[src/verilog/soc_pkg.sv]
// soc peripheral package.
// bus widths, region map, ram size and uart defaults shared by
// the decoder and all targets.

package soc_pkg;

	// ##################################################################
	// bus
	// ##################################################################
	localparam int BUS_W  = 32;             // data and address width.
	localparam int STRB_W = BUS_W / 8;      // one strobe per byte.

	// ##################################################################
	// region map, address bits 31..28
	// ##################################################################
	localparam logic [3:0] REGION_RAM  = 4'h0;
	localparam logic [3:0] REGION_UART = 4'h1;
	localparam logic [3:0] REGION_CTRL = 4'h2;

	// filler for unmapped regions.
	localparam logic [BUS_W-1:0] DEAD_WORD = 32'hdeadbeef;

	// ##################################################################
	// targets
	// ##################################################################
	// word ram, index from address bits 9..2, higher offsets alias.
	localparam int RAM_WORDS = 256;
	localparam int RAM_AW    = 8;

	// clock cycles per uart bit after reset.
	localparam logic [BUS_W-1:0] UART_DIV_RESET = 32'd16;

	// data read with nothing received.
	localparam logic [BUS_W-1:0] UART_EMPTY = {BUS_W{1'b1}};

	localparam int LED_W = 6;               // led outputs.

endpackage

[src/verilog/periph_bus_if.sv]
// peripheral target port.
// one decoded slice of the memory bus between decoder and a target.

`timescale 1ns/10ps

interface periph_bus_if import soc_pkg::*; ();

	logic                sel;         // request is for this target.
	logic [RAM_AW-1:0]   word_addr;   // word offset in the region.
	logic [BUS_W-1:0]    wdata;
	logic [STRB_W-1:0]   wstrb;       // all zero means read.
	logic [BUS_W-1:0]    rdata;
	logic                ready;

	modport decoder (
		output sel,
		output word_addr,
		output wdata,
		output wstrb,
		input  rdata,
		input  ready
	);

	modport target (
		input  sel,
		input  word_addr,
		input  wdata,
		input  wstrb,
		output rdata,
		output ready
	);

endinterface

[src/verilog/ctrl_regs.sv]
// control registers.
// led output register at offset 0 with readback.

`timescale 1ns/10ps

module ctrl_regs import soc_pkg::*; (
	input  logic              clk48m,
	input  logic              resetn,
	periph_bus_if.target      bus,
	output logic [LED_W-1:0]  led
);

	logic [LED_W-1:0] led_q;
	logic             led_hit;

	assign led_hit = (bus.word_addr == '0);

	always_ff @(posedge clk48m) begin
		if (!resetn) begin
			led_q <= '0;
		end else if (bus.sel && led_hit && bus.wstrb[0]) begin
			led_q <= bus.wdata[LED_W-1:0];
		end
	end

	// other offsets read as zero.
	assign bus.rdata = led_hit ? {{(BUS_W-LED_W){1'b0}}, led_q} : '0;
	assign bus.ready = bus.sel;

	assign led = led_q;

endmodule

[src/flat_wrapper.sv]
// flat-port wrapper written by rule: the top's interface ports become plain ports
module ctrl_regs_flat import soc_pkg::*;
  (clk48m, resetn, led, bus_sel, bus_word_addr, bus_wdata, bus_wstrb, bus_rdata, bus_ready);
  periph_bus_if bus_i ();
  input  logic clk48m;
  input  logic resetn;
  output logic [LED_W-1:0] led;
  input wire logic [$bits(bus_i.sel)-1:0] bus_sel;
  input wire logic [$bits(bus_i.word_addr)-1:0] bus_word_addr;
  input wire logic [$bits(bus_i.wdata)-1:0] bus_wdata;
  input wire logic [$bits(bus_i.wstrb)-1:0] bus_wstrb;
  output wire logic [$bits(bus_i.rdata)-1:0] bus_rdata;
  output wire logic [$bits(bus_i.ready)-1:0] bus_ready;
  assign bus_i.sel = bus_sel;
  assign bus_i.word_addr = bus_word_addr;
  assign bus_i.wdata = bus_wdata;
  assign bus_i.wstrb = bus_wstrb;
  assign bus_rdata = bus_i.rdata;
  assign bus_ready = bus_i.ready;
  ctrl_regs u_core (.clk48m(clk48m), .resetn(resetn), .bus(bus_i), .led(led));
endmodule
[config.mk]
export PLATFORM = sky130hd
export DESIGN_NAME = ctrl_regs_flat
export DESIGN_NICKNAME = d
export VERILOG_FILES = /design/src/verilog/soc_pkg.sv /design/src/verilog/periph_bus_if.sv /design/src/verilog/ctrl_regs.sv /design/src/flat_wrapper.sv
export SDC_FILE = /design/constraint.sdc
export NUM_CORES = 1
export LEC_CHECK = 0
export ABC_AREA = 1
export BUFFER_PORTS_ARGS = -buffer_cell sky130_fd_sc_hd__buf_2
export CAP_MARGIN = 10
export CORE_MARGIN = 2
export CORE_UTILIZATION = 31
export DETAILED_ROUTE_END_ITERATION = 8
export GPL_TIMING_DRIVEN = 0
export PLACE_DENSITY = 0.86
export SYNTH_ARGS = -nofsm -noshare
export SYNTH_HDL_FRONTEND = slang
export SYNTH_SLANG_ARGS = --single-unit
[constraint.sdc]
create_clock -name clk48m -period 1.7 [get_ports clk48m]
set_input_delay 0.085 -clock clk48m [delete_from_list [all_inputs] [get_ports clk48m]]
set_output_delay 0.085 -clock clk48m [all_outputs]
set_load 0.02 [all_outputs]
### Word-level counts from Yosys, hierarchy flattened

Index checks and enable logic that the tools add are counted.

* register bits: 6
* input port bits: 47
* output and inout bits: 39
* logic and storage cells: 5

* multiplexer cells: 1
* reductions and logical operators: 3

Operator list (count)
* $logic_not A8 Y1: 1
* $mux W6: 1
* $logic_and A1 B1 Y1: 2

### Depth between registers and ports, before layout

Gate-level depths: netlist (run 1).

* word-level depth: 3
* depth in mapped cells: 7
* gate-level depth less buffers: 6

### Least setup slack after synthesis (run 1)

Ideal clock, no wire load.

* kind: input-to-output
* start: input bus_word_addr[1]
* end: output bus_rdata[0]
* arrival: 0.873 ns
* data required time: 1.615 ns
* setup slack: 0.742 ns
* cell stages on the path: 6
* path buffers: 1
* cell sequence: nor2_1 > nand2_1 > nor2_2 > buf_6 > inv_2 > nor2_1

* cells in the longest elaborated chain, start to end: 2

RTL lines
* from (decl): RTL line flat_wrapper.sv:9 `input wire logic [$bits(bus_i.word_addr)-1:0] bus_word_addr;`
* $logic_not A8 Y1: RTL line ctrl_regs.sv:16 `assign led_hit = (bus.word_addr == '0);`
* $mux W6: RTL line ctrl_regs.sv:27 `assign bus.rdata = led_hit ? {{(BUS_W-LED_W){1'b0}}, led_q} : '0;`
* to (decl): RTL line flat_wrapper.sv:12 `output wire logic [$bits(bus_i.rdata)-1:0] bus_rdata;`

No other way between the ends.

### Final worst setup path (run 1)

* start: input bus_word_addr[7]
* end: output bus_rdata[4]

Same word-level chain as after synthesis.

==> impl_metrics.py, run 1 <==
metrics = {
    "critical_path": {
        "crit_buf_inv": 4,
        "crit_fanout": 10,
        "reg2reg_slack_ns": 1.07,
        "required_ns": 1.62,
        "worstSetupStartpointType": "primary input",
        "slowest_delay_ns": 0.17,
        "slowest_stage": "nor2_2",
        "cp_cell_sequence": "buf_2, nor2_1, nand2_1, nor2_2, buf_6, inv_2, nor2_1, buf_2",
        "critical_path_arrival_ns": 1.00,
        "critPathKind": "in2out",
        "critical-path-top-delay-family": "buffers and inverters",
        "worstSetupEndpointType": "primary output",
    },
    "clock_tree": {
        "clkTransAtPathRegs_ns": 0.04,
        "insertion_delay_ns": 0.24,
        "post_cts_buffers": 0,
        "clock_sinks": 6,
        "cts-resized-gates": 0,
        "cts_buffer_depth": 2,
        "numCtsBuffers": 3,
        "cts_hold_buf": 0,
        "cts_tree": "yes",
        "htreeDepth": 1,
        "clock-root-buffer": "clkbuf_4",
    },
    "global_routing": {
        "grt_pass1_wl_um": 1810,
        "grt_pass1_vias": 472,
        "grt_overflow": 0,
        "antenna_found_initial": 0,
        "grt_max_degree": 11,
        "grt.total_usage": 0.120,
    },
    "power": {
        "power.switching_mw": 0.127,
        "seqPwrFrac": 0.344,
        "p_sw_frac": 0.309,
        "vdd_drop_max_uv": 229,
        "clockPowerShare": 0.312,
        "powerDensity_mw_per_mm2": 478,
        "leakage_nw": 0.535,
        "power_mw": 0.411,
        "power_frac_comb": 0.343,
        "power.internal_mw": 0.284,
    },
    "timing": {
        "finClkSkew_ns": 0,
        "finalCritPeriodShare": 0.641,
        "period_needed_ns": 1.09,
        "rsz0062_at_grt": "no",
        "hold_viol_final": 0,
        "fin_setup_tns_ns": 0,
        "drv_slew": 0,
        "hold_ws_ns": 0.116,
        "setup_viol": 0,
        "fmaxAchievable_mhz": 918,
    },
    "floorplanning": {
        "ios": 86,
        "start_util": 0.329,
        "rows": 15,
        "die_height_um": 46.6,
        "coreArea_mm2": 0.00171,
        "die_width_um": 46.6,
        "die_area_mm2": 0.00217,
    },
    "placement": {
        "place_congestion": 0.721,
        "io_buffers": 30,
        "hpwlAfterDp_um": 1030,
    },
    "layout": {
        "drive_gt1_frac": 0.438,
        "fillCellCount": 170,
        "area.sequential_um2": 120,
        "largest_reg_flops": 6,
        "layout_common_cells": "30 x buf_2, 27 x buf_4, 26 x conb_1, 16 x nor2_1, 13 x inv_1",
        "finalNetCount": 195,
        "syn2layout_area_growth_pct": 53.0,
        "multi_input_area_um2": 258,
        "final_common_cell": "buf_2",
        "antennaDiodeCount": 0,
    },
    "routing": {
        "final_antenna_net_count": 0,
        "wire_per_inst_um": 6.94,
        "drt_iter0_drc": 3,
        "avgViaCountPerCell": 3.41,
        "firstDrtPassIters": 4,
        "drc": 0,
        "routed_wl_um": 1190,
        "routed-via-count": 583,
    },
    "yosys": {
        "ys_ff_latch": 6,
        "synth_cells": 88,
        "seq_area_frac_synth": 0.214,
        "synth_area_leaders": "buf_4 36%, dfxtp_1 21%, nor2_1 11%",
        "avgSynthCellArea_um2": 6.38,
        "yosysTopAreaCellShare": 0.361,
        "yosys_warnings": 0,
        "yosys.area.top_type": "buf_4",
        "ys_types": 11,
        "syn_area_um2": 562,
    },
    "outcome": {
        "status": "complete, no violations",
    },
    "flow_run": {
        "drv_cap": 0,
    },
    "hold_path": {
        "hold_path_class": "in2reg",
    },
}
==> worst reg2reg max path, delay by kind of cell, from the launching register on <==
family          cells  cell delay [ns]
flops               1             0.32
compound gates      1             0.14
simple gates        1             0.06
==> path summary, 6_finish.rpt <==
| check | start | end | cells past startpoint |
|---|---|---|---|
| setup / recovery | bus_word_addr[7] | bus_rdata[4] | 8 |
| hold / removal | resetn | u_core.led[2] | 3 |
| setup reg to reg | u_core.led[1] | u_core.led[1] | 2 |
| hold reg to reg | u_core.led[5] | u_core.led[5] | 2 |
==> area by class of cell <==
cell class                 instances  share of cell area
buffer                            29               0.262
clock buffer                       3              0.0262
inverter                          14              0.0611
sequential                         6               0.140
multi-input combinational         64               0.300
tap                               25              0.0364
timing repair buffer              30               0.175
==> kinds of logic (layout without fill, tap and decap cells) <==
kind of cell    after synthesis  count (layout)  share of synthesized area
buf+inv                      43              76                      0.494
flops                         6               6                      0.214
simple gates                 32              32                      0.232
compound gates                6               6                     0.0535
other cells                   1              26                    0.00668
==> power by group through the flow <==
stage	Combinational [mW]	Sequential, mW	Clock (mW)
after floorplan	0.115	0.144	0
after global placement	0.137	0.144	0
after detailed placement	0.139	0.144	0
after CTS	0.139	0.142	0.134
after global routing	0.155	0.141	0.141
final	0.141	0.142	0.128
==> per-layer routing <==
metal,up-vias,global-route usage,wire [um]
met3,2,0.00392,149
li1,323,-,-
met2,40,0.186,537
met1,218,0.144,477
met5,-,0,0
met4,0,0.120,21
==> Yosys cell counts <==
cell type,count
buf_4,27
nor2_1,16
inv_1,13
nand2_1,9
a21oi_1,6
dfxtp_1,6
nand3_1,6
buf_6,2
conb_1,1
inv_2,1
nor2_2,1
==> metrics by stage <==
step / util / instances / worst slack [ns] / area [um2]
5_1_grt: 0.503 / 171 / 0.429 / 860
3_5_place_dp: 0.490 / 168 / 0.598 / 837
6_report: 0.503 / 171 / 0.610 / 860
3_3_place_gp: 0.490 / 168 / 0.641 / 837
2_1_floorplan: - / 113 / 0.742 / 656
4_1_cts: 0.503 / 171 / 0.594 / 860
(Power assumes the default switching activity.)
==> inputs of run 2 (changes only) <==
--- a/config.mk
+++ b/config.mk
@@ -9,10 +9,10 @@
 export BUFFER_PORTS_ARGS = -buffer_cell sky130_fd_sc_hd__buf_2
 export CAP_MARGIN = 10
 export CORE_MARGIN = 2
-export CORE_UTILIZATION = 31
+export CORE_UTILIZATION = 26
 export DETAILED_ROUTE_END_ITERATION = 8
 export GPL_TIMING_DRIVEN = 0
-export PLACE_DENSITY = 0.86
+export PLACE_DENSITY = 0.77
 export SYNTH_ARGS = -nofsm -noshare
 export SYNTH_HDL_FRONTEND = slang
 export SYNTH_SLANG_ARGS = --single-unit
==> constraint.sdc (replaced) <==
create_clock -name clk48m -period 0.9 [get_ports clk48m]
set_input_delay 0.045 -clock clk48m [delete_from_list [all_inputs] [get_ports clk48m]]
set_output_delay 0.045 -clock clk48m [all_outputs]
set_load 0.02 [all_outputs]
==> run 2 against run 1 <==
Compared with the run above:
- sequential share of layout area shrank 1.1 points
- setup slack lost 0.61 ns
- sequential power grew 88%
- critical path type is now reg2out
- largest cell class unchanged
==> impl_metrics.py, run 2 (synthesized netlist as in run 1, its figures left out) <==
metrics = {
    "outcome": {
        "status": "complete, no violations",
    },
    "global_routing": {
        "grt_pass1_wl_um": 1900,
        "grt_max_degree": 11,
        "grt_pass1_vias": 484,
        "antenna_found_initial": 0,
        "grt_overflow": 0,
        "grt.total_usage": 0.101,
    },
    "critical_path": {
        "critical_path_arrival_ns": 0.85,
        "cp_cell_sequence": "inv_1, nor2_4, buf_6",
        "crit_fanout": 3,
        "worstSetupStartpoint": "u_core.led[1]",
        "crit_buf_inv": 2,
        "r2r-end": "u_core.led[0]",
        "r2r-start": "u_core.led[0]",
        "worstSetupEndpointType": "primary output",
        "critPathKind": "reg2out",
        "slowest_stage": "dfxtp_2",
        "worstSetupStartpointType": "register",
        "slowest_delay_ns": 0.33,
        "rr_worst_depth": 3,
        "critical-path-top-delay-family": "flip-flops",
        "reg2reg_slack_ns": 0.17,
        "required_ns": 0.85,
    },
    "routing": {
        "routed_wl_um": 1400,
        "drc": 0,
        "avgViaCountPerCell": 3.62,
        "drt_iter0_drc": 6,
        "final_antenna_net_count": 0,
        "firstDrtPassIters": 4,
        "routed-via-count": 637,
        "wire_per_inst_um": 7.94,
    },
    "timing": {
        "setup_viol": 0,
        "period_needed_ns": 0.897,
        "fmaxAchievable_mhz": 1110,
        "finalCritPeriodShare": 0.997,
        "drv_slew": 0,
        "rsz0062_at_grt": "yes",
        "finClkSkew_ns": 0,
        "hold_viol_final": 0,
    },
    "clock_tree": {
        "clock-root-buffer": "clkbuf_4",
        "clock_sinks": 6,
        "cts_tree": "yes",
        "numCtsBuffers": 3,
        "cts_buffer_depth": 2,
        "cts_hold_buf": 0,
        "clkTransAtPathRegs_ns": 0.04,
        "insertion_delay_ns": 0.25,
        "htreeDepth": 1,
    },
    "placement": {
        "place_congestion": 0.687,
        "io_buffers": 30,
        "placed_area_um2": 840,
    },
    "power": {
        "powerDensity_mw_per_mm2": 798,
        "power_mw": 0.794,
        "vdd_drop_max_uv": 284,
        "leakage_nw": 0.564,
    },
    "layout": {
        "finish.instance_area_um2": 995,
        "largest_reg_flops": 6,
        "antennaDiodeCount": 0,
        "syn2layout_area_growth_pct": 77.1,
        "finalNetCount": 198,
        "drive_gt1_frac": 0.570,
        "final_common_cell": "buf_4",
        "layout_common_cells": "31 x buf_4, 26 x conb_1, 23 x buf_2, 12 x inv_1",
    },
    "floorplanning": {
        "start_util": 0.281,
        "die_area_mm2": 0.00255,
        "coreArea_mm2": 0.00200,
        "die_height_um": 50.5,
        "rows": 16,
        "ios": 86,
        "die_width_um": 50.5,
    },
    "hold_path": {
        "hold_end": "u_core.led[0]",
        "hold_path_class": "in2reg",
        "min_path_cells": 3,
        "worstHoldStart": "resetn",
    },
    "flow_run": {
        "drv_cap": 0,
    },
}
run 2: cell type report:
type,count,area [um2]
clock buffer,3,22.5
tap,27,33.8
multi-input combinational,64,315
inverter,14,57.6
buffer,28,214
fill,196,1010
sequential,6,128
timing repair buffer,34,224
run 2: worst max path at each step:
| stage | slack, ns | cells after the start | endpoint |
|---|---|---|---|
| after global placement | -0.08 | 8 | bus_rdata[3] |
| after floorplan | 0.02 | 6 | bus_rdata[0] |
| after CTS | 0.001 | 8 | bus_rdata[4] |
| after detailed placement | -0.12 | 8 | bus_rdata[1] |
| after global routing | -0.05 | 7 | bus_rdata[1] |
| final | 0.003 | 3 | bus_rdata[1] |
run 2: per-stage QoR:
| stage | setup WS, ns | instances | hold WS, ns | util | TNS (ns) |
|---|---|---|---|---|---|
| finish | 0.00263 | 176 | 0.0623 | 0.497 | 0 |
| CTS | 0.00125 | 176 | 0.0575 | 0.461 | 0 |
| floorplan | 0.0224 | 113 | 0.166 | - | 0 |
| global placement | -0.0815 | 170 | 0.323 | 0.419 | -0.486 |
| global route | -0.0505 | 176 | 0.0747 | 0.497 | -0.242 |
| detailed placement | -0.124 | 170 | 0.326 | 0.419 | -0.812 |
run 2: what timing repair did:
item	4_1_cts	5_1_grt
gates resized for setup	16	23
setup endpoints to repair	6	6
pin swaps	7	5
setup buffers	3	1
run 2: where the power goes:
part / switching (mW) / internal (mW)
clock network: 0.0973 / 0.151
registers: 0.000232 / 0.267
logic: 0.154 / 0.124
total: 0.252 / 0.542
run 2: layer usage:
metal,wire (um),vias up,global-route usage
met2,775,37,0.193
met5,0,-,0
met1,417,266,0.0853
met3,153,5,0.0179
li1,-,329,-
met4,50,0,0.0946
run 2: tightest hold or removal path: cells and delay by family:
family,cells,cell delay [ns]
simple gates,2,0.10
buf+inv,1,0.13
