===== config.mk =====
export PLATFORM = sky130hd
export DESIGN_NAME = simple_uart_flat
export DESIGN_NICKNAME = d
export VERILOG_FILES = /design/src/verilog/soc_pkg.sv /design/src/verilog/periph_bus_if.sv /design/src/verilog/simple_uart.sv /design/src/flat_wrapper.sv
export SDC_FILE = /design/constraint.sdc
export NUM_CORES = 1
export LEC_CHECK = 0
export ABC_CLOCK_PERIOD_IN_PS = 4900
export BUFFER_PORTS_ARGS = -buffer_cell sky130_fd_sc_hd__buf_2
export CAP_MARGIN = 20
export CORE_MARGIN = 1
export CORE_UTILIZATION = 40
export DETAILED_ROUTE_END_ITERATION = 12
export SLEW_MARGIN = 25
export SYNTH_ARGS = -nofsm -noshare
export SYNTH_HDL_FRONTEND = slang
export SYNTH_SLANG_ARGS = --single-unit
export TNS_END_PERCENT = 1

===== constraint.sdc =====
create_clock -name clk48m -period 4.9 [get_ports clk48m]
set_clock_uncertainty 0.1 [all_clocks]
set_input_delay 0 -clock clk48m [delete_from_list [all_inputs] [get_ports clk48m]]
set_output_delay 0 -clock clk48m [all_outputs]
set_load 0.005 [all_outputs]

===== src/verilog/soc_pkg.sv =====
// soc peripheral package.
// bus widths, region map, ram size and uart defaults shared by
// the decoder and all targets.

package soc_pkg;

	// ##################################################################
	// bus
	// ##################################################################
	localparam int BUS_W  = 32;             // data and address width.
	localparam int STRB_W = BUS_W / 8;      // one strobe per byte.

	// ##################################################################
	// region map, address bits 31..28
	// ##################################################################
	localparam logic [3:0] REGION_RAM  = 4'h0;
	localparam logic [3:0] REGION_UART = 4'h1;
	localparam logic [3:0] REGION_CTRL = 4'h2;

	// filler for unmapped regions.
	localparam logic [BUS_W-1:0] DEAD_WORD = 32'hdeadbeef;

	// ##################################################################
	// targets
	// ##################################################################
	// word ram, index from address bits 9..2, higher offsets alias.
	localparam int RAM_WORDS = 256;
	localparam int RAM_AW    = 8;

	// clock cycles per uart bit after reset.
	localparam logic [BUS_W-1:0] UART_DIV_RESET = 32'd16;

	// data read with nothing received.
	localparam logic [BUS_W-1:0] UART_EMPTY = {BUS_W{1'b1}};

	localparam int LED_W = 6;               // led outputs.

endpackage


===== src/verilog/periph_bus_if.sv =====
// peripheral target port.
// one decoded slice of the memory bus between decoder and a target.

`timescale 1ns/10ps

interface periph_bus_if import soc_pkg::*; ();

	logic                sel;         // request is for this target.
	logic [RAM_AW-1:0]   word_addr;   // word offset in the region.
	logic [BUS_W-1:0]    wdata;
	logic [STRB_W-1:0]   wstrb;       // all zero means read.
	logic [BUS_W-1:0]    rdata;
	logic                ready;

	modport decoder (
		output sel,
		output word_addr,
		output wdata,
		output wstrb,
		input  rdata,
		input  ready
	);

	modport target (
		input  sel,
		input  word_addr,
		input  wdata,
		input  wstrb,
		output rdata,
		output ready
	);

endinterface


===== src/verilog/simple_uart.sv =====
// simple uart.
// 8n1 transmitter and receiver with a programmable bit divider.
// data writes stall while sending, data reads never block.

`timescale 1ns/10ps

module simple_uart import soc_pkg::*; (
	input  logic          clk48m,
	input  logic          resetn,
	periph_bus_if.target  bus,
	output logic          uart_tx,
	input  logic          uart_rx
);

	logic             is_div;
	logic             is_write;
	logic             dat_we;
	logic             dat_re;
	logic [BUS_W-1:0] div_q;

	logic [9:0]       tx_shift;
	logic [3:0]       tx_bits;       // bits left in the frame.
	logic [BUS_W-1:0] tx_cnt;
	logic             tx_busy;

	logic             rx_meta;
	logic             rx_sync;
	logic [3:0]       rx_step;       // 0 idle, 1 start, 2..9 data, 10 stop.
	logic [BUS_W-1:0] rx_cnt;
	logic [7:0]       rx_shift;
	logic [7:0]       rx_buf;
	logic             rx_valid;
	logic [BUS_W-1:0] dat_rdata;

	// ##################################################################
	// register access
	// ##################################################################
	assign is_div   = bus.word_addr[0];
	assign is_write = |bus.wstrb;
	assign dat_we   = bus.sel && !is_div && bus.wstrb[0];
	assign dat_re   = bus.sel && !is_div && !is_write;
	assign tx_busy  = (tx_bits != 4'd0);

	assign dat_rdata = rx_valid ? {{(BUS_W-8){1'b0}}, rx_buf} : UART_EMPTY;
	assign bus.rdata = is_div ? div_q : dat_rdata;
	assign bus.ready = bus.sel && !(dat_we && tx_busy);

	always_ff @(posedge clk48m) begin
		if (!resetn) begin
			div_q <= UART_DIV_RESET;
		end else if (bus.sel && is_div) begin
			for (int i = 0; i < STRB_W; i++) begin
				if (bus.wstrb[i]) begin
					div_q[8*i +: 8] <= bus.wdata[8*i +: 8];
				end
			end
		end
	end

	// ##################################################################
	// transmitter
	// ##################################################################
	always_ff @(posedge clk48m) begin
		if (!resetn) begin
			tx_shift <= '1;
			tx_bits  <= 4'd0;
			tx_cnt   <= '0;
		end else if (!tx_busy) begin
			if (dat_we) begin
				tx_shift <= {1'b1, bus.wdata[7:0], 1'b0};   // stop, data, start.
				tx_bits  <= 4'd10;
				tx_cnt   <= '0;
			end
		end else if (tx_cnt + 1'b1 >= div_q) begin
			tx_shift <= {1'b1, tx_shift[9:1]};
			tx_bits  <= tx_bits - 4'd1;
			tx_cnt   <= '0;
		end else begin
			tx_cnt <= tx_cnt + 1'b1;
		end
	end

	assign uart_tx = tx_shift[0];

	// ##################################################################
	// receiver
	// ##################################################################
	always_ff @(posedge clk48m) begin
		if (!resetn) begin
			rx_meta <= 1'b1;
			rx_sync <= 1'b1;
		end else begin
			rx_meta <= uart_rx;
			rx_sync <= rx_meta;
		end
	end

	always_ff @(posedge clk48m) begin
		if (!resetn) begin
			rx_step  <= 4'd0;
			rx_cnt   <= '0;
			rx_valid <= 1'b0;
		end else begin
			if (dat_re) begin
				rx_valid <= 1'b0;                // read empties the buffer.
			end
			if (rx_step == 4'd0) begin
				if (!rx_sync) begin
					rx_step <= 4'd1;
					rx_cnt  <= '0;
				end
			end else if (rx_step == 4'd1) begin
				// half a bit into the start bit.
				if (rx_cnt + 1'b1 >= (div_q >> 1)) begin
					rx_cnt  <= '0;
					rx_step <= rx_sync ? 4'd0 : 4'd2;   // glitch, back to idle.
				end else begin
					rx_cnt <= rx_cnt + 1'b1;
				end
			end else if (rx_cnt + 1'b1 >= div_q) begin
				rx_cnt <= '0;
				if (rx_step == 4'd10) begin
					rx_step <= 4'd0;
					if (rx_sync) begin
						rx_buf   <= rx_shift;        // newer byte overwrites.
						rx_valid <= 1'b1;
					end
				end else begin
					rx_shift <= {rx_sync, rx_shift[7:1]};
					rx_step  <= rx_step + 4'd1;
				end
			end else begin
				rx_cnt <= rx_cnt + 1'b1;
			end
		end
	end

	// an accepted data write starts a frame on the next cycle.
	assert property (@(posedge clk48m) disable iff (!resetn)
		(dat_we && bus.ready) |-> !tx_busy ##1 (tx_busy && !uart_tx));

endmodule


===== src/flat_wrapper.sv =====
// flat-port wrapper written by rule: the top's interface ports become plain ports
module simple_uart_flat import soc_pkg::*;
  (clk48m, resetn, uart_tx, uart_rx, bus_sel, bus_word_addr, bus_wdata, bus_wstrb, bus_rdata, bus_ready);
  periph_bus_if bus_i ();
  input  logic clk48m;
  input  logic resetn;
  output logic uart_tx;
  input  logic uart_rx;
  input wire logic [$bits(bus_i.sel)-1:0] bus_sel;
  input wire logic [$bits(bus_i.word_addr)-1:0] bus_word_addr;
  input wire logic [$bits(bus_i.wdata)-1:0] bus_wdata;
  input wire logic [$bits(bus_i.wstrb)-1:0] bus_wstrb;
  output wire logic [$bits(bus_i.rdata)-1:0] bus_rdata;
  output wire logic [$bits(bus_i.ready)-1:0] bus_ready;
  assign bus_i.sel = bus_sel;
  assign bus_i.word_addr = bus_word_addr;
  assign bus_i.wdata = bus_wdata;
  assign bus_i.wstrb = bus_wstrb;
  assign bus_rdata = bus_i.rdata;
  assign bus_ready = bus_i.ready;
  simple_uart u_core (.clk48m(clk48m), .resetn(resetn), .bus(bus_i), .uart_tx(uart_tx), .uart_rx(uart_rx));
endmodule

* After elaboration in Yosys (flattened, before gate mapping)
Cells that the tools add are included.
Operators by class: reductions and logical operators 22, muxes and demuxes 29, add/subtract/negate cells 4, equality and inequality tests 5, magnitude comparators 3, bitwise logic cells 3
Operators by type and width (number):
- $mux 32 | 10
- $add 32x1->32 const B | 2
- $ge 32x32->1 | 2
- $mux 4 | 9
- $ge 32x31->1 | 1
- $mux 10 | 3
- $reduce_and 2->1 | 5
- $logic_and 1x1->1 | 6
- $mux 1 | 6
- $reduce_and 6->1 | 1
- $reduce_and 5->1 | 1
- $add 4x1->4 const B | 1
- $eq 4x1->1 const B | 1
- $eq 4x4->1 const B | 1
- $logic_not 4->1 | 1
- $ne 2x2->1 const B | 2
- $reduce_bool 4->1 | 1
- $reduce_or 4->1 | 1
- $sub 4x1->4 const B | 1
- $logic_not 1->1 | 3
- $ne 3x2->1 const B | 1
- $not 1->1 | 3
- $reduce_and 3->1 | 1
- $reduce_bool 3->1 | 1
- other kinds (2) | 2
Word-level totals: register bits 133, bits of input ports 48, output and inout bits 34

* Depth between registers and ports, before layout
depth after elaboration 9, depth in mapped cells 18, mapped depth without buffers 17

* Worst setup path after synthesis
Ideal clock, no wire load.
path type register -> register, start register u_core.rx_cnt[0], end register u_core.rx_step[0], required time 4.733 ns, setup time 0.067 ns, period minus slack after synthesis 4.021 ns, data arrival time 3.853 ns, path slack 0.879 ns, stages on the path, launching flop included 17, cells stage by stage dfxtp_1 -> ha_1 -> and3_1 -> and4_1 -> nand2_1 -> nor2_1 -> nor2_1 -> or2_2 -> ha_1 -> nand4_1 -> or4_1 -> nor3_2 -> a211oi_1 -> a31o_1 -> buf_6 -> a2111o_1 -> a21oi_2
On the way: word-level cells in the longest chain between the ends 4, elaborated cells between the ends (all ways) 6
Ends and longest elaborated chain:
- from (decl) | line simple_uart.sv:29 | logic [BUS_W-1:0] rx_cnt;
- from (signal assigned) | line simple_uart.sv:118 | rx_cnt <= rx_cnt + 1'b1;
- from (signal assigned) | line simple_uart.sv:133 | rx_cnt <= rx_cnt + 1'b1;
- $add 32x1->32 (*) | line simple_uart.sv:114, simple_uart.sv:120
- $ge 32x31->1 or $ge 32x32->1 (tied branches) | line simple_uart.sv:114, simple_uart.sv:120
- $ne 3x2->1 (no source line) or $reduce_bool 3->1 (tied branches)
- $reduce_and 3->1 (no source line) (*)
- to (signal assigned) | line simple_uart.sv:116 | rx_step <= rx_sync ? 4'd0 : 4'd2;
- to (signal assigned) | line simple_uart.sv:130 | rx_step <= rx_step + 4'd1;
- to (decl) | line simple_uart.sv:28 | logic [3:0] rx_step;
Mark *: on every way between the ends. The rest lies on a longest branch, timed or not. A chain may end at the register's enable or synchronous reset.

* Final worst setup path
start register u_core.rx_cnt[7], end register u_core.rx_cnt[3]
On the way: word-level cells in the longest chain between the ends 5, elaborated cells between the ends (all ways) 7
Ends and longest elaborated chain:
- $add 32x1->32 (*) | line simple_uart.sv:114, simple_uart.sv:120
- $ge 32x32->1 or $ge 32x31->1 (tied branches) | line simple_uart.sv:120, simple_uart.sv:114
- $mux 32 (on tied branches) | line simple_uart.sv:120, simple_uart.sv:114
- $mux 32 (*) | line simple_uart.sv:112 | end else if (rx_step == 4'd1) begin
- $mux 32 (*) | line simple_uart.sv:107 | if (rx_step == 4'd0) begin
Marks and branches as above.

==> flow_metrics.py <==
metrics = {
    "clocking": {
        "post_cts_buffers": 0,
        "cts.hold.buffers_added": 39,
        "cts_buffers": 17,
        "clkLatencyLatePin_ns": 0.44,
        "path_clk_slew_ns": 0.06,
        "cts_buffer_depth": 2,
        "clock-root-buffer": "clkbuf_16",
        "cts_max_level": 4,
        "cts.repair.resized": 0,
        "cts_tree": "built",
        "clock_sinks": 132,
    },
    "yosys": {
        "yosysSeqAreaShare": 0.340,
        "synth_flop_cell": "dfxtp_1",
        "ys_ff_latch": 132,
        "synth_warnings": 0,
        "syn_nets": 1106,
        "async_flop_share": 0,
        "syn_area_mm2": 0.00825,
        "syn_avg_cell_area_um2": 8.59,
        "netlist_instances": 960,
        "synth.distinct_cells": 62,
        "synth_edf_count": 16,
    },
    "power_and_ir_drop": {
        "p_per_area_mw_per_mm2": 312,
        "p_clk_frac": 0.402,
        "internal_power_mw": 2.13,
        "p_seq_frac": 0.383,
        "leakagePower_nw": 4.39,
        "p_sw_frac": 0.312,
        "p_total_mw": 3.09,
        "max-vdd-ir-drop_v": 0.000222,
        "p_sw_mw": 0.963,
        "pwr-share-comb": 0.215,
    },
    "critical_path": {
        "cp_top_family": "simple AND/OR/NAND/NOR gates",
        "endpoint_kind": "register",
        "path_common_cell": "nor2_1",
        "setup.worst_path.start": "u_core.rx_cnt[7]",
        "r2r-start": "u_core.rx_cnt[7]",
        "crit_type": "reg -> reg",
        "cp_max_fo": 15,
        "critical_path_buf_inv_count": 1,
        "cp-start-kind": "register",
        "critical_path_arrival_ns": 4.66,
        "cp_slowest_cell": "or4_1",
        "reg2reg_slack_ns": 0.44,
        "critPathMaxStageDelay_ns": 0.59,
        "required_ns": 5.10,
        "cp_cell_sequence": "nand4_1 -> nor2_2 -> and4_1 -> nand2_1 -> nor2_1 -> nor2_1 -> or2_2 -> ha_1 -> nand4_1 -> or4_1 -> nor3_2 -> a211oi_1 -> a31o_1 -> buf_4 -> a22oi_1 -> nor2_1",
    },
    "global_route": {
        "antenna_found_initial": 0,
        "grt.overflow.total": 0,
        "grt_pass1_wl_um": 35100,
        "grt_max_degree": 46,
        "first_global_vias": 6759,
        "gr-usage-all-layers": 0.211,
    },
    "detailed_routing": {
        "detail-route-antenna-nets": 0,
        "met2_length_um": 10000,
        "routed_wl_um": 21700,
        "top_layer": "met4",
        "vias": 7200,
        "drcViolationCount": 0,
        "viasPerCell": 5.30,
        "drt-met1-wl_um": 10600,
        "drt_pass1_iterations": 5,
        "wl_per_cell_um": 16.0,
        "drt_iter0_markers": 366,
        "dr_wl_met3_um": 713,
    },
    "floorplan": {
        "start_util": 0.407,
        "fp.coreArea_mm2": 0.0202,
        "die_area_mm2": 0.0212,
        "fp.dieW_um": 146,
        "num_rows": 52,
        "die_h_um": 146,
        "ios": 82,
    },
    "sta": {
        "fin_crit_ns": 4.46,
        "rsz0062_at_grt": "false",
        "clock.fmax_mhz": 224,
        "fin_crit_sh": 0.911,
        "slew_headroom": 0.489,
        "finalSetupViolCount": 0,
        "hold_viol": 0,
        "holdWs_ns": 0.0521,
        "tightestPinTransition_ns": 0.765,
        "slew_violations": 0,
        "fin_tns_setup_ns": 0,
    },
    "place": {
        "globalplace.congestion": 0.819,
        "dp.final_hpwl_um": 15500,
        "place_inst": 1287,
        "port_buffers": 74,
        "place_area_mm2": 0.00896,
    },
    "min_path": {
        "min_from": "bus_wstrb[0]",
        "hold_path_class": "in -> reg",
    },
    "outcome": {
        "outcome": "completed",
    },
    "cells_and_area": {
        "diodes": 0,
        "fin_cells": 1358,
        "area_growth_pct": 20.3,
        "drive_gt1_frac": 0.135,
        "fin_area_mm2": 0.00992,
        "fin_nets": 1221,
    },
    "job": {
        "cap_violations": 0,
    },
}
[cells by family (layout without fill, tap and decap cells)]
| logic type | count (synthesis) | in the layout | share of synthesized area |
|---|---|---|---|
| simple gates | 331 | 331 | 0.197 |
| compound gates | 221 | 221 | 0.172 |
| flops | 132 | 132 | 0.340 |
| fa+ha+maj | 98 | 98 | 0.149 |
| buf+inv | 89 | 217 | 0.0431 |
| xor+xnor | 57 | 57 | 0.0605 |
| mux | 32 | 32 | 0.0388 |
[metrics by stage]
| step | utilization | setup slack (ns) |
|---|---|---|
| global route | 0.490 | 0.0249 |
| finish | 0.490 | 0.438 |
| detailed placement | 0.443 | 0.462 |
| global placement | 0.443 | 0.509 |
| CTS | 0.490 | 0.438 |
| floorplan | - | 0.879 |
[state kept, by name, indices dropped and copies added (netlist names), 4 cells and up]
register         cells
u_core.div_q        32
u_core.rx_buf        8
u_core.rx_cnt       32
u_core.rx_shift      8
u_core.rx_step       4
u_core.tx_bits       4
u_core.tx_cnt       32
u_core.tx_shift      9
[synthesized netlist by cell type (28+ instances only)]
cell type  count  area share
nor2_1       124       0.056
a21oi_1       82       0.050
a22oi_1       28       0.025
o21ai_0       36       0.022
mux2i_1       32       0.039
inv_1         51       0.023
nand2_1       64       0.029
nand3_1       36       0.022
dfxtp_1      116        0.28
xnor2_1       40       0.042
ha_1          98        0.15
[routing by layer]
layer / vias up / global-route usage
li1: 3682 / -
met1: 3358 / 0.287
met2: 131 / 0.337
met3: 29 / 0.0395
met4: 0 / 0.0684
met5: - / 0
[power by group through the flow]
stage	registers, mW	logic, mW	clock network (mW)
after floorplan	1.20	0.445	0
after global placement	1.21	0.633	0
after detailed placement	1.21	0.641	0
after CTS	1.18	0.668	1.26
after global routing	1.19	0.748	1.31
final	1.18	0.666	1.24
[cells in the final DEF (no fill, tap or decap), drive strengths merged, types with 13 or more instances in the layout]
master,n
nand4,29
nand2,64
xnor2,40
mux2i,32
a22oi,28
ha,98
o21ai,36
edfxtp,16
a21o,21
clkbuf,19
dlygate4sd3,39
xor2,17
nand3,36
buf,94
a22o,23
nor3,13
dfxtp,116
inv,58
a21oi,83
nor2,126
[area by class of cell]
type                    count  area [um^2]
repair buffers            133          923
multi-input cells         739         5090
fillers                  1886        10300
clock buffers              19          443
inverters                  52          195
clock inverters            13          120
flip-flops and latches    132         2800
well taps                 270          338
[path summary, 6_finish.rpt]
kind	endpoint	cells past startpoint
min	u_core.tx_shift[8]	4
max reg2reg	u_core.rx_cnt[3]	16
min reg2reg	u_core.rx_sync	1
max	u_core.rx_cnt[3]	16
[worst reg2reg max path, cell delays in order (launching register included)]
cell      delay [ns]
dfxtp_1         0.42
nand4_1         0.21
nor2_2          0.29
and4_1          0.32
nand2_1         0.15
nor2_1          0.13
nor2_1          0.05
or2_2           0.33
ha_1            0.33
nand4_1         0.14
or4_1           0.59
nor3_2          0.24
a211oi_1        0.20
a31o_1          0.35
buf_4           0.23
a22oi_1         0.21
nor2_1          0.06
Note: power is estimated with default switching activity, not from simulation.
