**config.mk**
```make
export PLATFORM = sky130hd
export DESIGN_NAME = bus_decoder_flat
export DESIGN_NICKNAME = d
export VERILOG_FILES = /design/src/verilog/soc_pkg.sv /design/src/verilog/periph_bus_if.sv /design/src/verilog/bus_decoder.sv /design/src/flat_wrapper.sv
export SDC_FILE = /design/constraint.sdc
export NUM_CORES = 1
export LEC_CHECK = 0
export BUFFER_PORTS_ARGS = -buffer_cell sky130_fd_sc_hd__buf_2
export CAP_MARGIN = 20
export CORE_AREA = 3 3 129 131
export DETAILED_ROUTE_END_ITERATION = 8
export DIE_AREA = 0 0 132 134
export GPL_TIMING_DRIVEN = 0
export SLEW_MARGIN = 20
export SYNTH_ARGS = -nofsm -noshare
export SYNTH_HDL_FRONTEND = slang
export SYNTH_SLANG_ARGS = --single-unit
```
**constraint.sdc**
```tcl
create_clock -name vclk -period 1.19
set_clock_uncertainty 0.2 [all_clocks]
set_input_delay 0.1785 -clock vclk [all_inputs]
set_output_delay 0.1785 -clock vclk [all_outputs]
set_load 0.01 [all_outputs]
```
**src/verilog/soc_pkg.sv**
```systemverilog
// soc peripheral package.
// bus widths, region map, ram size and uart defaults shared by
// the decoder and all targets.

package soc_pkg;

	// ##################################################################
	// bus
	// ##################################################################
	localparam int BUS_W  = 32;             // data and address width.
	localparam int STRB_W = BUS_W / 8;      // one strobe per byte.

	// ##################################################################
	// region map, address bits 31..28
	// ##################################################################
	localparam logic [3:0] REGION_RAM  = 4'h0;
	localparam logic [3:0] REGION_UART = 4'h1;
	localparam logic [3:0] REGION_CTRL = 4'h2;

	// filler for unmapped regions.
	localparam logic [BUS_W-1:0] DEAD_WORD = 32'hdeadbeef;

	// ##################################################################
	// targets
	// ##################################################################
	// word ram, index from address bits 9..2, higher offsets alias.
	localparam int RAM_WORDS = 256;
	localparam int RAM_AW    = 8;

	// clock cycles per uart bit after reset.
	localparam logic [BUS_W-1:0] UART_DIV_RESET = 32'd16;

	// data read with nothing received.
	localparam logic [BUS_W-1:0] UART_EMPTY = {BUS_W{1'b1}};

	localparam int LED_W = 6;               // led outputs.

endpackage

```
**src/verilog/periph_bus_if.sv**
```systemverilog
// peripheral target port.
// one decoded slice of the memory bus between decoder and a target.

`timescale 1ns/10ps

interface periph_bus_if import soc_pkg::*; ();

	logic                sel;         // request is for this target.
	logic [RAM_AW-1:0]   word_addr;   // word offset in the region.
	logic [BUS_W-1:0]    wdata;
	logic [STRB_W-1:0]   wstrb;       // all zero means read.
	logic [BUS_W-1:0]    rdata;
	logic                ready;

	modport decoder (
		output sel,
		output word_addr,
		output wdata,
		output wstrb,
		input  rdata,
		input  ready
	);

	modport target (
		input  sel,
		input  word_addr,
		input  wdata,
		input  wstrb,
		output rdata,
		output ready
	);

endinterface

```
**src/verilog/bus_decoder.sv**
```systemverilog
// bus decoder.
// splits the cpu memory port into regions by the top address nibble,
// drives one target select and muxes read data and ready back.

`timescale 1ns/10ps

module bus_decoder import soc_pkg::*; (
	input  logic                clk48m,
	input  logic                resetn,
	input  logic                mem_valid,
	input  logic [BUS_W-1:0]    mem_addr,
	input  logic [BUS_W-1:0]    mem_wdata,
	input  logic [STRB_W-1:0]   mem_wstrb,
	output logic                mem_ready,
	output logic [BUS_W-1:0]    mem_rdata,
	periph_bus_if.decoder       ram,
	periph_bus_if.decoder       uart,
	periph_bus_if.decoder       ctrl
);

	logic [3:0] region;

	assign region = mem_addr[BUS_W-1:BUS_W-4];

	// ##################################################################
	// target selects
	// ##################################################################
	assign ram.sel  = mem_valid && (region == REGION_RAM);
	assign uart.sel = mem_valid && (region == REGION_UART);
	assign ctrl.sel = mem_valid && (region == REGION_CTRL);

	// payload fans out to every target.
	assign ram.word_addr  = mem_addr[RAM_AW+1:2];
	assign uart.word_addr = mem_addr[RAM_AW+1:2];
	assign ctrl.word_addr = mem_addr[RAM_AW+1:2];

	assign ram.wdata  = mem_wdata;
	assign uart.wdata = mem_wdata;
	assign ctrl.wdata = mem_wdata;

	assign ram.wstrb  = mem_wstrb;
	assign uart.wstrb = mem_wstrb;
	assign ctrl.wstrb = mem_wstrb;

	// ##################################################################
	// return path
	// ##################################################################
	always_comb begin
		case (region)
			REGION_RAM: begin
				mem_rdata = ram.rdata;
				mem_ready = ram.ready;
			end
			REGION_UART: begin
				mem_rdata = uart.rdata;
				mem_ready = uart.ready;
			end
			REGION_CTRL: begin
				mem_rdata = ctrl.rdata;
				mem_ready = ctrl.ready;
			end
			default: begin
				// unmapped, complete at once.
				mem_rdata = DEAD_WORD;
				mem_ready = mem_valid;
			end
		endcase
	end

	// a completion only answers a live request.
	assert property (@(posedge clk48m) disable iff (!resetn)
		mem_ready |-> mem_valid);

endmodule

```
**src/flat_wrapper.sv**
```systemverilog
// flat-port wrapper written by rule: the top's interface ports become plain ports
module bus_decoder_flat import soc_pkg::*;
  (clk48m, resetn, mem_valid, mem_addr, mem_wdata, mem_wstrb, mem_ready, mem_rdata, ram_sel, ram_word_addr, ram_wdata, ram_wstrb, ram_rdata, ram_ready, uart_sel, uart_word_addr, uart_wdata, uart_wstrb, uart_rdata, uart_ready, ctrl_sel, ctrl_word_addr, ctrl_wdata, ctrl_wstrb, ctrl_rdata, ctrl_ready);
  periph_bus_if ram_i ();
  periph_bus_if uart_i ();
  periph_bus_if ctrl_i ();
  input  logic clk48m;
  input  logic resetn;
  input  logic mem_valid;
  input  logic [BUS_W-1:0] mem_addr;
  input  logic [BUS_W-1:0] mem_wdata;
  input  logic [STRB_W-1:0] mem_wstrb;
  output logic mem_ready;
  output logic [BUS_W-1:0] mem_rdata;
  output wire logic [$bits(ram_i.sel)-1:0] ram_sel;
  output wire logic [$bits(ram_i.word_addr)-1:0] ram_word_addr;
  output wire logic [$bits(ram_i.wdata)-1:0] ram_wdata;
  output wire logic [$bits(ram_i.wstrb)-1:0] ram_wstrb;
  input wire logic [$bits(ram_i.rdata)-1:0] ram_rdata;
  input wire logic [$bits(ram_i.ready)-1:0] ram_ready;
  output wire logic [$bits(uart_i.sel)-1:0] uart_sel;
  output wire logic [$bits(uart_i.word_addr)-1:0] uart_word_addr;
  output wire logic [$bits(uart_i.wdata)-1:0] uart_wdata;
  output wire logic [$bits(uart_i.wstrb)-1:0] uart_wstrb;
  input wire logic [$bits(uart_i.rdata)-1:0] uart_rdata;
  input wire logic [$bits(uart_i.ready)-1:0] uart_ready;
  output wire logic [$bits(ctrl_i.sel)-1:0] ctrl_sel;
  output wire logic [$bits(ctrl_i.word_addr)-1:0] ctrl_word_addr;
  output wire logic [$bits(ctrl_i.wdata)-1:0] ctrl_wdata;
  output wire logic [$bits(ctrl_i.wstrb)-1:0] ctrl_wstrb;
  input wire logic [$bits(ctrl_i.rdata)-1:0] ctrl_rdata;
  input wire logic [$bits(ctrl_i.ready)-1:0] ctrl_ready;
  assign ram_sel = ram_i.sel;
  assign ram_word_addr = ram_i.word_addr;
  assign ram_wdata = ram_i.wdata;
  assign ram_wstrb = ram_i.wstrb;
  assign ram_i.rdata = ram_rdata;
  assign ram_i.ready = ram_ready;
  assign uart_sel = uart_i.sel;
  assign uart_word_addr = uart_i.word_addr;
  assign uart_wdata = uart_i.wdata;
  assign uart_wstrb = uart_i.wstrb;
  assign uart_i.rdata = uart_rdata;
  assign uart_i.ready = uart_ready;
  assign ctrl_sel = ctrl_i.sel;
  assign ctrl_word_addr = ctrl_i.word_addr;
  assign ctrl_wdata = ctrl_i.wdata;
  assign ctrl_wstrb = ctrl_i.wstrb;
  assign ctrl_i.rdata = ctrl_rdata;
  assign ctrl_i.ready = ctrl_ready;
  bus_decoder u_core (.clk48m(clk48m), .resetn(resetn), .mem_valid(mem_valid), .mem_addr(mem_addr), .mem_wdata(mem_wdata), .mem_wstrb(mem_wstrb), .mem_ready(mem_ready), .mem_rdata(mem_rdata), .ram(ram_i), .uart(uart_i), .ctrl(ctrl_i));
endmodule
```
Word level (Yosys, flattened, before mapping)
Index checks and enable logic that the tools add are counted.

Register bits: 0. Output and inout bits: 168.

Equal/unequal tests: 2. Multiplexer cells: 2. Reductions and logical operators: 4.

Operator list (count): one-hot mux 32 bit (3 select lines) (1); == test 4 x 1 -> 1 bit (second input constant) (1); == test 4 x 2 -> 1 bit (second input constant) (1); logical NOT 4 bit (1); logical AND 1 bit (3); one-hot mux 1 bit (3 select lines) (1).

Longest topological paths before layout
Gate-level depths: netlist of run 1.

Depth after elaboration: 2. Depth in mapped cells: 5. Depth with buffers taken out: 3.

Least setup slack after synthesis of run 1
Ideal clock, no wire load.

Path type: input port to output port. From: input port mem_addr[29]. To: output port mem_rdata[1]. Data arrival time: 0.996 ns. Data required time: 0.812 ns. Setup slack: -0.185 ns. Stages on the path: 5. Path buffers: 2. Path through: buf_6 buf_6 mux2_4 o22ai_1 nand2_1.

Word-level cells in the longest chain between the ends: 2. Elaborated cells on any way between the ends: 4. Classes of those cells: eq/ne (2); mux (1); reduce/logical (1).

Ends and longest elaborated chain: start, declared (RTL line flat_wrapper.sv:10) `input logic [BUS_W-1:0] mem_addr;`; == test 4 x 2 -> 1 bit (tied with other cells) (RTL line bus_decoder.sv:49) `case (region)`; one-hot mux 32 bit (3 select lines) (*) (RTL line bus_decoder.sv:49); end, declared (RTL line flat_wrapper.sv:14) `output logic [BUS_W-1:0] mem_rdata;`.

Mark *: on every way between the ends. The rest lies on a longest branch, timed or not.

Final worst setup path of run 1
From: input port mem_addr[29]. To: output port mem_rdata[14].

The elaborated chain is that of the path after synthesis.

==> results of run 1 <==
[cell usage after synthesis (2+ instances only)]
cell type	instances
nor2b_1	2
o22ai_2	2
buf_2	7
mux2_2	6
clkbuf_1	2
mux2i_1	8
buf_4	133
nand2_1	33
o22ai_1	22
nand2b_1	2
a21oi_1	8
or2_0	9
nor2_1	3
buf_6	2
mux2_4	18
[what timing repair did]
item,in CTS,in global routing
cloned,4,0
resized for setup,42,18
endpoints found under the hold margin,0,0
pin swaps,8,5
endpoints found under the setup margin,36,36
buffers inserted,15,1
[logic make-up (layout without fill, tap and decap cells)]
family,after synthesis,after routing,synth area share
muxes,32,32,0.211
and+or+nand+nor,51,51,0.116
AOI/OAI and AO/OA,35,35,0.117
buffers and inverters,147,437,0.556
[worst max path at each step]
stage	from	slack [ns]	endpoint
4_1_cts	mem_addr[29]	-0.43	mem_rdata[25]
3_3_place_gp	mem_addr[31]	-0.87	mem_rdata[13]
2_1_floorplan	mem_addr[29]	-0.12	mem_rdata[1]
6_report	mem_addr[29]	-0.40	mem_rdata[14]
3_5_place_dp	mem_addr[31]	-0.89	mem_rdata[21]
5_1_grt	mem_addr[29]	-0.45	mem_rdata[25]
[layer usage]
layer  part of all wire  wire length [um]  vias up
li1                   -                 -     1330
met1               0.36              3460     1124
met2               0.55              5230      169
met3              0.092               879        0
met4                  0                 0        0
met5                  0                 0        -
[power by group through the flow]
stage | registers (mW) | logic (mW) | clock network (mW)
after floorplan | 0 | 0.827 | 0
after global placement | 0 | 1.33 | 0
after detailed placement | 0 | 1.35 | 0
after CTS | 0 | 1.52 | 0
after global routing | 0 | 1.65 | 0
final | 0 | 1.52 | 0
[layout make-up]
class / instances / area share
Timing Repair Buffer: 292 / 0.399
Multi-Input combinational cell: 118 / 0.262
Buffer: 145 / 0.276
Tap cell: 216 / 0.0640
[through the flow]
step / cells / area [um^2]
2_1_floorplan: 265 / 2100
3_3_place_gp: 753 / 3740
3_5_place_dp: 753 / 3740
4_1_cts: 770 / 4130
5_1_grt: 771 / 4220
6_report: 771 / 4220
==> impl_results.html, run 1 <==
<table>
<tr><th>Metric</th><th>Value</th></tr>
<tr><th colspan="2">Route</th></tr>
<tr><td>Drt total wl</td><td>9570 um</td></tr>
<tr><td>Detailed-route via count</td><td>2623</td></tr>
<tr><td>Drt first pass iters</td><td>3</td></tr>
<tr><td>Wire length per cell after detailed routing</td><td>12.4 um</td></tr>
<tr><td>Post-detailed-route count of antenna-violating nets</td><td>0</td></tr>
<tr><td>DRC</td><td>0</td></tr>
<tr><td>Initial detailed-routing violation count</td><td>16</td></tr>
<tr><td>Vias/cell</td><td>3.40</td></tr>
<tr><th colspan="2">Pwr</th></tr>
<tr><td>VDD IR-drop max</td><td>109 uV</td></tr>
<tr><td>Leakage power</td><td>about 2.3 nW</td></tr>
<tr><td>Internal Power</td><td>0.925 mW</td></tr>
<tr><td>PD cells</td><td>361 mW/mm^2</td></tr>
<tr><td>Net switching power</td><td>0.600 mW</td></tr>
<tr><td>Seq pwr share</td><td>0</td></tr>
<tr><td>Proportion of power drawn by the clock network</td><td>0</td></tr>
<tr><td>Total Power Consumption</td><td>1.52 mW</td></tr>
<tr><td>Switching Share</td><td>0.394</td></tr>
<tr><td>Combinational share of power</td><td>1.000</td></tr>
<tr><th colspan="2">STA</th></tr>
<tr><td>Total count of hold-check failures in the final report</td><td>0</td></tr>
<tr><td>Smallest setup slack after layout</td><td>-0.397 ns</td></tr>
<tr><td>Fmax</td><td>630 MHz</td></tr>
<tr><td>Final clock period utilization by the worst path</td><td>1.33</td></tr>
<tr><td>Worst-Margin Slew</td><td>0.261 ns</td></tr>
<tr><td>Max-slew violation count</td><td>0</td></tr>
<tr><td>Minimum clock period</td><td>1.59 ns</td></tr>
<tr><td>Final setup violation count</td><td>36</td></tr>
<tr><td>RSZ-0062 raised after global routing</td><td>true</td></tr>
<tr><td>Max_slew headroom</td><td>0.826</td></tr>
<tr><td>Worst hold margin</td><td>0.341 ns</td></tr>
<tr><td>Aggregate negative setup slack</td><td>-12.04 ns</td></tr>
<tr><th colspan="2">Setup path</th></tr>
<tr><td>Kind of launch point of the worst setup path</td><td>primary input</td></tr>
<tr><td>Type of element capturing the critical path</td><td>primary output</td></tr>
<tr><td>Count of buffer and inverter cells on the critical path</td><td>4</td></tr>
<tr><td>Logic depth of the worst setup path including buffers</td><td>7</td></tr>
<tr><td>Worst path slowest cell</td><td>or2_0</td></tr>
<tr><td>Critical path, cell by cell</td><td>buf_8, buf_12, buf_6, mux2i_1, or2_0, a21oi_2, buf_2</td></tr>
<tr><td>Crit path arrival time</td><td>1.21 ns</td></tr>
<tr><td>Cell family contributing the most delay on the critical path</td><td>buffers and inverters</td></tr>
<tr><td>Required time at the endpoint of the critical path</td><td>just over 0.8 ns</td></tr>
<tr><td>Worst setup path class</td><td>in2out</td></tr>
<tr><td>Largest fanout of any net on the critical path</td><td>10</td></tr>
<tr><td>Maximum cell stage delay along the critical path</td><td>0.21 ns</td></tr>
<tr><th colspan="2">Synthesis</th></tr>
<tr><td>Post-synth top area share</td><td>0.504</td></tr>
<tr><td>Synthesized area per cell</td><td>7.48 um^2</td></tr>
<tr><td>Most area-consuming cells after synthesis</td><td>buf_4, mux2_4, o22ai_1</td></tr>
<tr><td>Post-synthesis cell count</td><td>265</td></tr>
<tr><td>Proportion of synthesized chip area in sequential cells</td><td>0</td></tr>
<tr><td>Post-synthesis cell type count</td><td>23</td></tr>
<tr><td>Cell taking the most area after synthesis</td><td>buf_4</td></tr>
<tr><td>Synth warnings</td><td>0</td></tr>
<tr><td>Cell Area, Synth</td><td>0.00198 mm^2</td></tr>
<tr><td>Net count after synthesis</td><td>435</td></tr>
<tr><th colspan="2">Global routing</th></tr>
<tr><td>Met3 demand-to-capacity share in global routing</td><td>0.0173</td></tr>
<tr><td>Grt met1 use</td><td>0.108</td></tr>
<tr><td>Global-route wire length before repair</td><td>13900 um</td></tr>
<tr><td>Antenna violations before repair</td><td>0</td></tr>
<tr><td>Pin count of the biggest net entering global routing</td><td>11</td></tr>
<tr><td>Busiest metal layer after global routing</td><td>met2</td></tr>
<tr><td>Met2 capacity usage during global routing</td><td>0.199</td></tr>
<tr><td>Overflow left after global routing</td><td>0</td></tr>
<tr><td>Overall fraction of global-route tracks in use</td><td>0.0965</td></tr>
<tr><td>Via count of the first global-routing pass</td><td>2619</td></tr>
<tr><th colspan="2">Place</th></tr>
<tr><td>Number of buffers added on ports</td><td>272</td></tr>
<tr><td>Placer's final routability congestion estimate</td><td>~0.7</td></tr>
<tr><td>Half-perimeter wire length after placement</td><td>about 8100 um</td></tr>
<tr><td>Worst Setup Slack post-DPL</td><td>-0.893 ns</td></tr>
<tr><th colspan="2">Worst hold path</th></tr>
<tr><td>Critical hold path startpoint</td><td>mem_wstrb[3]</td></tr>
<tr><td>Worst hold-check path type</td><td>in2out</td></tr>
<tr><td>Cell count of the worst hold path</td><td>2</td></tr>
<tr><td>Worst hold endpoint</td><td>uart_wstrb[3]</td></tr>
<tr><th colspan="2">Layout</th></tr>
<tr><td>Total Nets Final</td><td>727</td></tr>
<tr><td>Fraction of layout cells with a size suffix above 1</td><td>0.892</td></tr>
<tr><td>Register area</td><td>0 um^2</td></tr>
<tr><td>Ant. Diodes</td><td>0</td></tr>
<tr><td>Top library cells by usage in the layout, fill and taps aside</td><td>buf_2, buf_4, nand2_1</td></tr>
<tr><td>Growth of design area from synthesis to finish</td><td>113%</td></tr>
<tr><td>Area of the multi-input gates</td><td>approximately 0.0011 mm^2</td></tr>
<tr><td>FILL cells</td><td>1744</td></tr>
<tr><td>FF+latch count</td><td>0</td></tr>
<tr><td>Most frequent standard cell in the layout excluding fill and tap cells</td><td>buf_2</td></tr>
<tr><td>Number of clock buffers in the layout</td><td>0</td></tr>
<tr><td>Final core area utilization</td><td>0.269</td></tr>
<tr><th colspan="2">Run</th></tr>
<tr><td>MaxCap Viol Count</td><td>0</td></tr>
<tr><th colspan="2">Clocking</th></tr>
<tr><td>CTS Hold Buffers Added</td><td>0</td></tr>
<tr><th colspan="2">Floorplan</th></tr>
<tr><td>Initial core utilization</td><td>0.126</td></tr>
<tr><td>Die area</td><td>~0.018 mm^2</td></tr>
<tr><td>Width of the die</td><td>132 um</td></tr>
<tr><td>I/O pin count</td><td>between 300 and 400</td></tr>
<tr><td># rows</td><td>46</td></tr>
<tr><td>Height of the chip</td><td>134 um</td></tr>
<tr><td>Standard cell core area</td><td>about 0.016 mm^2</td></tr>
<tr><th colspan="2">Run status</th></tr>
<tr><td>Violated checks</td><td>negative setup slack</td></tr>
<tr><td>Outcome</td><td>complete, but fails checks</td></tr>
</table>
(Power assumes the default switching activity.)
==> run 2, diff against run 1 <==
ABC_AREA = 1   (was unset)
CORE_AREA = 3 3 132 134   (was 3 3 129 131)
DIE_AREA = 0 0 135 137   (was 0 0 132 134)
==> run 2 against run 1 <==
Compared with the run above:
- the flow still finishes with violations (negative setup slack)
- flip-flop and latch count is the same
- global-route usage grew 1.4 points
- power shrank 0.97%
- largest cell class unchanged
==> impl_results.html, run 2 <==
<table>
<tr><th>Metric</th><th>Value</th></tr>
<tr><th colspan="2">Pwr</th></tr>
<tr><td>Leakage power</td><td>2.31 nW (-0.99%)</td></tr>
<tr><td>VDD IR-drop max</td><td>169 uV (+55%)</td></tr>
<tr><td>PD cells</td><td>345 mW/mm^2 (-4.4%)</td></tr>
<tr><td>Total Power Consumption</td><td>1.51 mW (-0.97%)</td></tr>
<tr><th colspan="2">Route</th></tr>
<tr><td>Vias/cell</td><td>3.65 (+7.2%)</td></tr>
<tr><td>Post-detailed-route count of antenna-violating nets</td><td>0 (unchanged)</td></tr>
<tr><td>Drt first pass iters</td><td>4 (+1)</td></tr>
<tr><td>Detailed-route via count</td><td>2964 (+13%)</td></tr>
<tr><td>Initial detailed-routing violation count</td><td>83 (+67)</td></tr>
<tr><td>Wire length per cell after detailed routing</td><td>14.3 um (+15%)</td></tr>
<tr><td>DRC</td><td>0 (unchanged)</td></tr>
<tr><td>Drt total wl</td><td>11600 um (+21%)</td></tr>
<tr><th colspan="2">Setup path</th></tr>
<tr><td>Critical path, cell by cell</td><td>buf_6, nor2_4, buf_12, buf_4, buf_12, nand3_1, nand3_1, buf_2</td></tr>
<tr><td>Kind of launch point of the worst setup path</td><td>primary input</td></tr>
<tr><td>Logic depth of the worst setup path including buffers</td><td>8 (+1)</td></tr>
<tr><td>Worst path slowest cell</td><td>nor2_4</td></tr>
<tr><td>Largest fanout of any net on the critical path</td><td>10 (unchanged)</td></tr>
<tr><td>Type of element capturing the critical path</td><td>primary output</td></tr>
<tr><td>Count of buffer and inverter cells on the critical path</td><td>5 (+1)</td></tr>
<tr><td>Worst setup path class</td><td>in2out</td></tr>
<tr><td>Crit path arrival time</td><td>1.15 ns (-0.06 ns)</td></tr>
<tr><td>Maximum cell stage delay along the critical path</td><td>0.16 ns (-0.05 ns)</td></tr>
<tr><td>Required time at the endpoint of the critical path</td><td>0.81 ns (about the same)</td></tr>
<tr><td>Cell family contributing the most delay on the critical path</td><td>buffers and inverters</td></tr>
<tr><th colspan="2">Floorplan</th></tr>
<tr><td>Standard cell core area</td><td>0.0164 mm^2 (+4.4%)</td></tr>
<tr><td># rows</td><td>47 (+2.2%)</td></tr>
<tr><td>Initial core utilization</td><td>0.115 (-0.0113)</td></tr>
<tr><td>Width of the die</td><td>135 um (+2.3%)</td></tr>
<tr><td>I/O pin count</td><td>338 (unchanged)</td></tr>
<tr><td>Die area</td><td>0.0185 mm^2 (+4.6%)</td></tr>
<tr><td>Height of the chip</td><td>137 um (+2.2%)</td></tr>
<tr><th colspan="2">Synthesis</th></tr>
<tr><td>Proportion of synthesized chip area in sequential cells</td><td>0 (unchanged)</td></tr>
<tr><td>Cell types with the highest counts after synthesis</td><td>buf_4, nand3_1, a21oi_1</td></tr>
<tr><td>Synth warnings</td><td>0 (unchanged)</td></tr>
<tr><td>Cell with the most instances after synthesis</td><td>buf_4</td></tr>
<tr><td>Net count after synthesis</td><td>468 (+7.6%)</td></tr>
<tr><td>Most area-consuming cells after synthesis</td><td>buf_4, nand3_1, a21oi_1</td></tr>
<tr><td>Synthesized area per cell</td><td>6.32 um^2 (-15%)</td></tr>
<tr><td>Cell Area, Synth</td><td>0.00188 mm^2 (-4.9%)</td></tr>
<tr><td>Post-synth top area share</td><td>0.542 (+0.0380)</td></tr>
<tr><td>Cell taking the most area after synthesis</td><td>buf_4</td></tr>
<tr><td>Post-synthesis cell type count</td><td>14 (-39%)</td></tr>
<tr><td>Post-synthesis cell count</td><td>298 (+12%)</td></tr>
<tr><th colspan="2">Global routing</th></tr>
<tr><td>Overall fraction of global-route tracks in use</td><td>0.110 (+0.0137)</td></tr>
<tr><td>Antenna violations before repair</td><td>0 (unchanged)</td></tr>
<tr><td>Pin count of the biggest net entering global routing</td><td>11 (unchanged)</td></tr>
<tr><td>Via count of the first global-routing pass</td><td>2979 (+14%)</td></tr>
<tr><td>Global-route wire length before repair</td><td>15900 um (+15%)</td></tr>
<tr><td>Overflow left after global routing</td><td>0 (unchanged)</td></tr>
<tr><th colspan="2">STA</th></tr>
<tr><td>Final setup violation count</td><td>36 (unchanged)</td></tr>
<tr><td>Worst-Margin Slew</td><td>0.186 ns (-0.0759 ns)</td></tr>
<tr><td>RSZ-0062 raised after global routing</td><td>true</td></tr>
<tr><td>Minimum clock period</td><td>1.52 ns (-0.0630 ns)</td></tr>
<tr><td>Fmax</td><td>656 MHz (+4.1%)</td></tr>
<tr><td>Total count of hold-check failures in the final report</td><td>0 (unchanged)</td></tr>
<tr><td>Smallest setup slack after layout</td><td>-0.334 ns (+0.0630 ns)</td></tr>
<tr><td>Final clock period utilization by the worst path</td><td>1.28 (-0.0529)</td></tr>
<tr><td>Max-slew violation count</td><td>0 (unchanged)</td></tr>
<tr><td>Max_slew headroom</td><td>0.876 (+0.0505)</td></tr>
<tr><th colspan="2">Place</th></tr>
<tr><td>Half-perimeter wire length after placement</td><td>9280 um (+15%)</td></tr>
<tr><td>Number of buffers added on ports</td><td>272 (unchanged)</td></tr>
<tr><td>Number of instances in the placed design</td><td>790 (+4.9%)</td></tr>
<tr><td>Placer's final routability congestion estimate</td><td>0.738 (+4.3%)</td></tr>
<tr><th colspan="2">Layout</th></tr>
<tr><td>Top library cells by usage in the layout, fill and taps aside</td><td>buf_2, buf_4, nand3_1</td></tr>
<tr><td>Ant. Diodes</td><td>0 (unchanged)</td></tr>
<tr><td>Fraction of layout cells with a size suffix above 1</td><td>0.857 (-0.0352)</td></tr>
<tr><td>Total Nets Final</td><td>765 (+5.2%)</td></tr>
<tr><td>Growth of design area from synthesis to finish</td><td>132%</td></tr>
<tr><td>Non-filler cells in the finished layout</td><td>813 (+5.4%)</td></tr>
<tr><td>Register area</td><td>0 um^2 (unchanged)</td></tr>
<tr><td>Most frequent standard cell in the layout excluding fill and tap cells</td><td>buf_2</td></tr>
<tr><td>FF+latch count</td><td>0 (unchanged)</td></tr>
<tr><td>Number of clock buffers in the layout</td><td>0 (unchanged)</td></tr>
<tr><td>FILL cells</td><td>1818 (+4.2%)</td></tr>
<tr><th colspan="2">Run</th></tr>
<tr><td>MaxCap Viol Count</td><td>0 (unchanged)</td></tr>
<tr><th colspan="2">Worst hold path</th></tr>
<tr><td>Cell count of the worst hold path</td><td>2 (unchanged)</td></tr>
<tr><td>Worst hold-check path type</td><td>in2out</td></tr>
<tr><th colspan="2">Clocking</th></tr>
<tr><td>CTS Hold Buffers Added</td><td>0 (unchanged)</td></tr>
<tr><th colspan="2">Run status</th></tr>
<tr><td>Outcome</td><td>complete, but fails checks</td></tr>
<tr><td>Violated checks</td><td>negative setup slack</td></tr>
</table>
-- run 2: cell count changes after synthesis, moves of 3 or more --
cell	previous run	this run
o22ai_1	22	0
mux2i_1	8	0
a21oi_1	8	24
nand3_1	0	97
buf_4	133	136
mux2_2	6	0
nand2_1	33	13
nor2_4	0	4
or2_0	9	0
mux2_4	18	0
buf_6	2	6
-- run 2: metal layers --
layer | up-vias | track usage | part of all wire
met5 | - | 0 | 0
met4 | 0 | 0.0112 | 0.011
met3 | 8 | 0.0147 | 0.090
met2 | 173 | 0.216 | 0.53
met1 | 1323 | 0.131 | 0.36
li1 | 1460 | - | -
-- run 2: report_power, final --
| part | internal, mW | leakage, nW | switching [mW] | total, mW |
|---|---|---|---|---|
| clock | 0 | 0 | 0 | 0 |
| sequential | 0 | 0 | 0 | 0 |
| combinational | 0.851 | 2.31 | 0.659 | 1.51 |
-- run 2: path summary, 6_finish.rpt --
check	slack, ns	startpoint	endpoint
min	0.34	mem_wdata[23]	ctrl_wdata[23]
max	-0.33	mem_addr[30]	mem_rdata[3]
-- run 2: what timing repair did --
item | CTS | global route
gates cloned | 4 | 0
endpoints found under the setup margin | 36 | 36
endpoints found under the hold margin | 0 | 0
setup buffers | 19 | 3
resized for setup | 92 | 23
pin swaps | 31 | 13
-- run 2: stage by stage --
stage                     setup WS, ns  utilization  area [um^2]  hold slack [ns]  setup TNS (ns)
after CTS                       -0.390        0.262         4300            0.342          -11.25
after detailed placement        -0.665        0.218         3580            0.342          -16.96
final                           -0.334        0.267         4380            0.341          -10.38
after floorplan               -0.00329            -         1950            0.249         -0.0178
after global routing            -0.379        0.267         4380            0.344          -12.44
after global placement          -0.667        0.218         3580            0.342          -16.70
-- run 2: cell type report --
type / count / area (um^2) / share of cell area
plain buffers: 148 / 1230 / 0.281
well taps: 220 / 275 / 0.0629
inverters: 4 / 18.8 / 0.00429
multi-input cells: 145 / 1070 / 0.245
repair buffers: 296 / 1780 / 0.407
-- run 2: logic make-up (layout without fill, tap and decap cells) --
| kind of cell | after synthesis | count (layout) | share of synthesized area |
|---|---|---|---|
| buffers and inverters | 153 | 448 | 0.606 |
| and+or+nand+nor | 121 | 121 | 0.331 |
| AOI/OAI and AO/OA | 24 | 24 | 0.0637 |
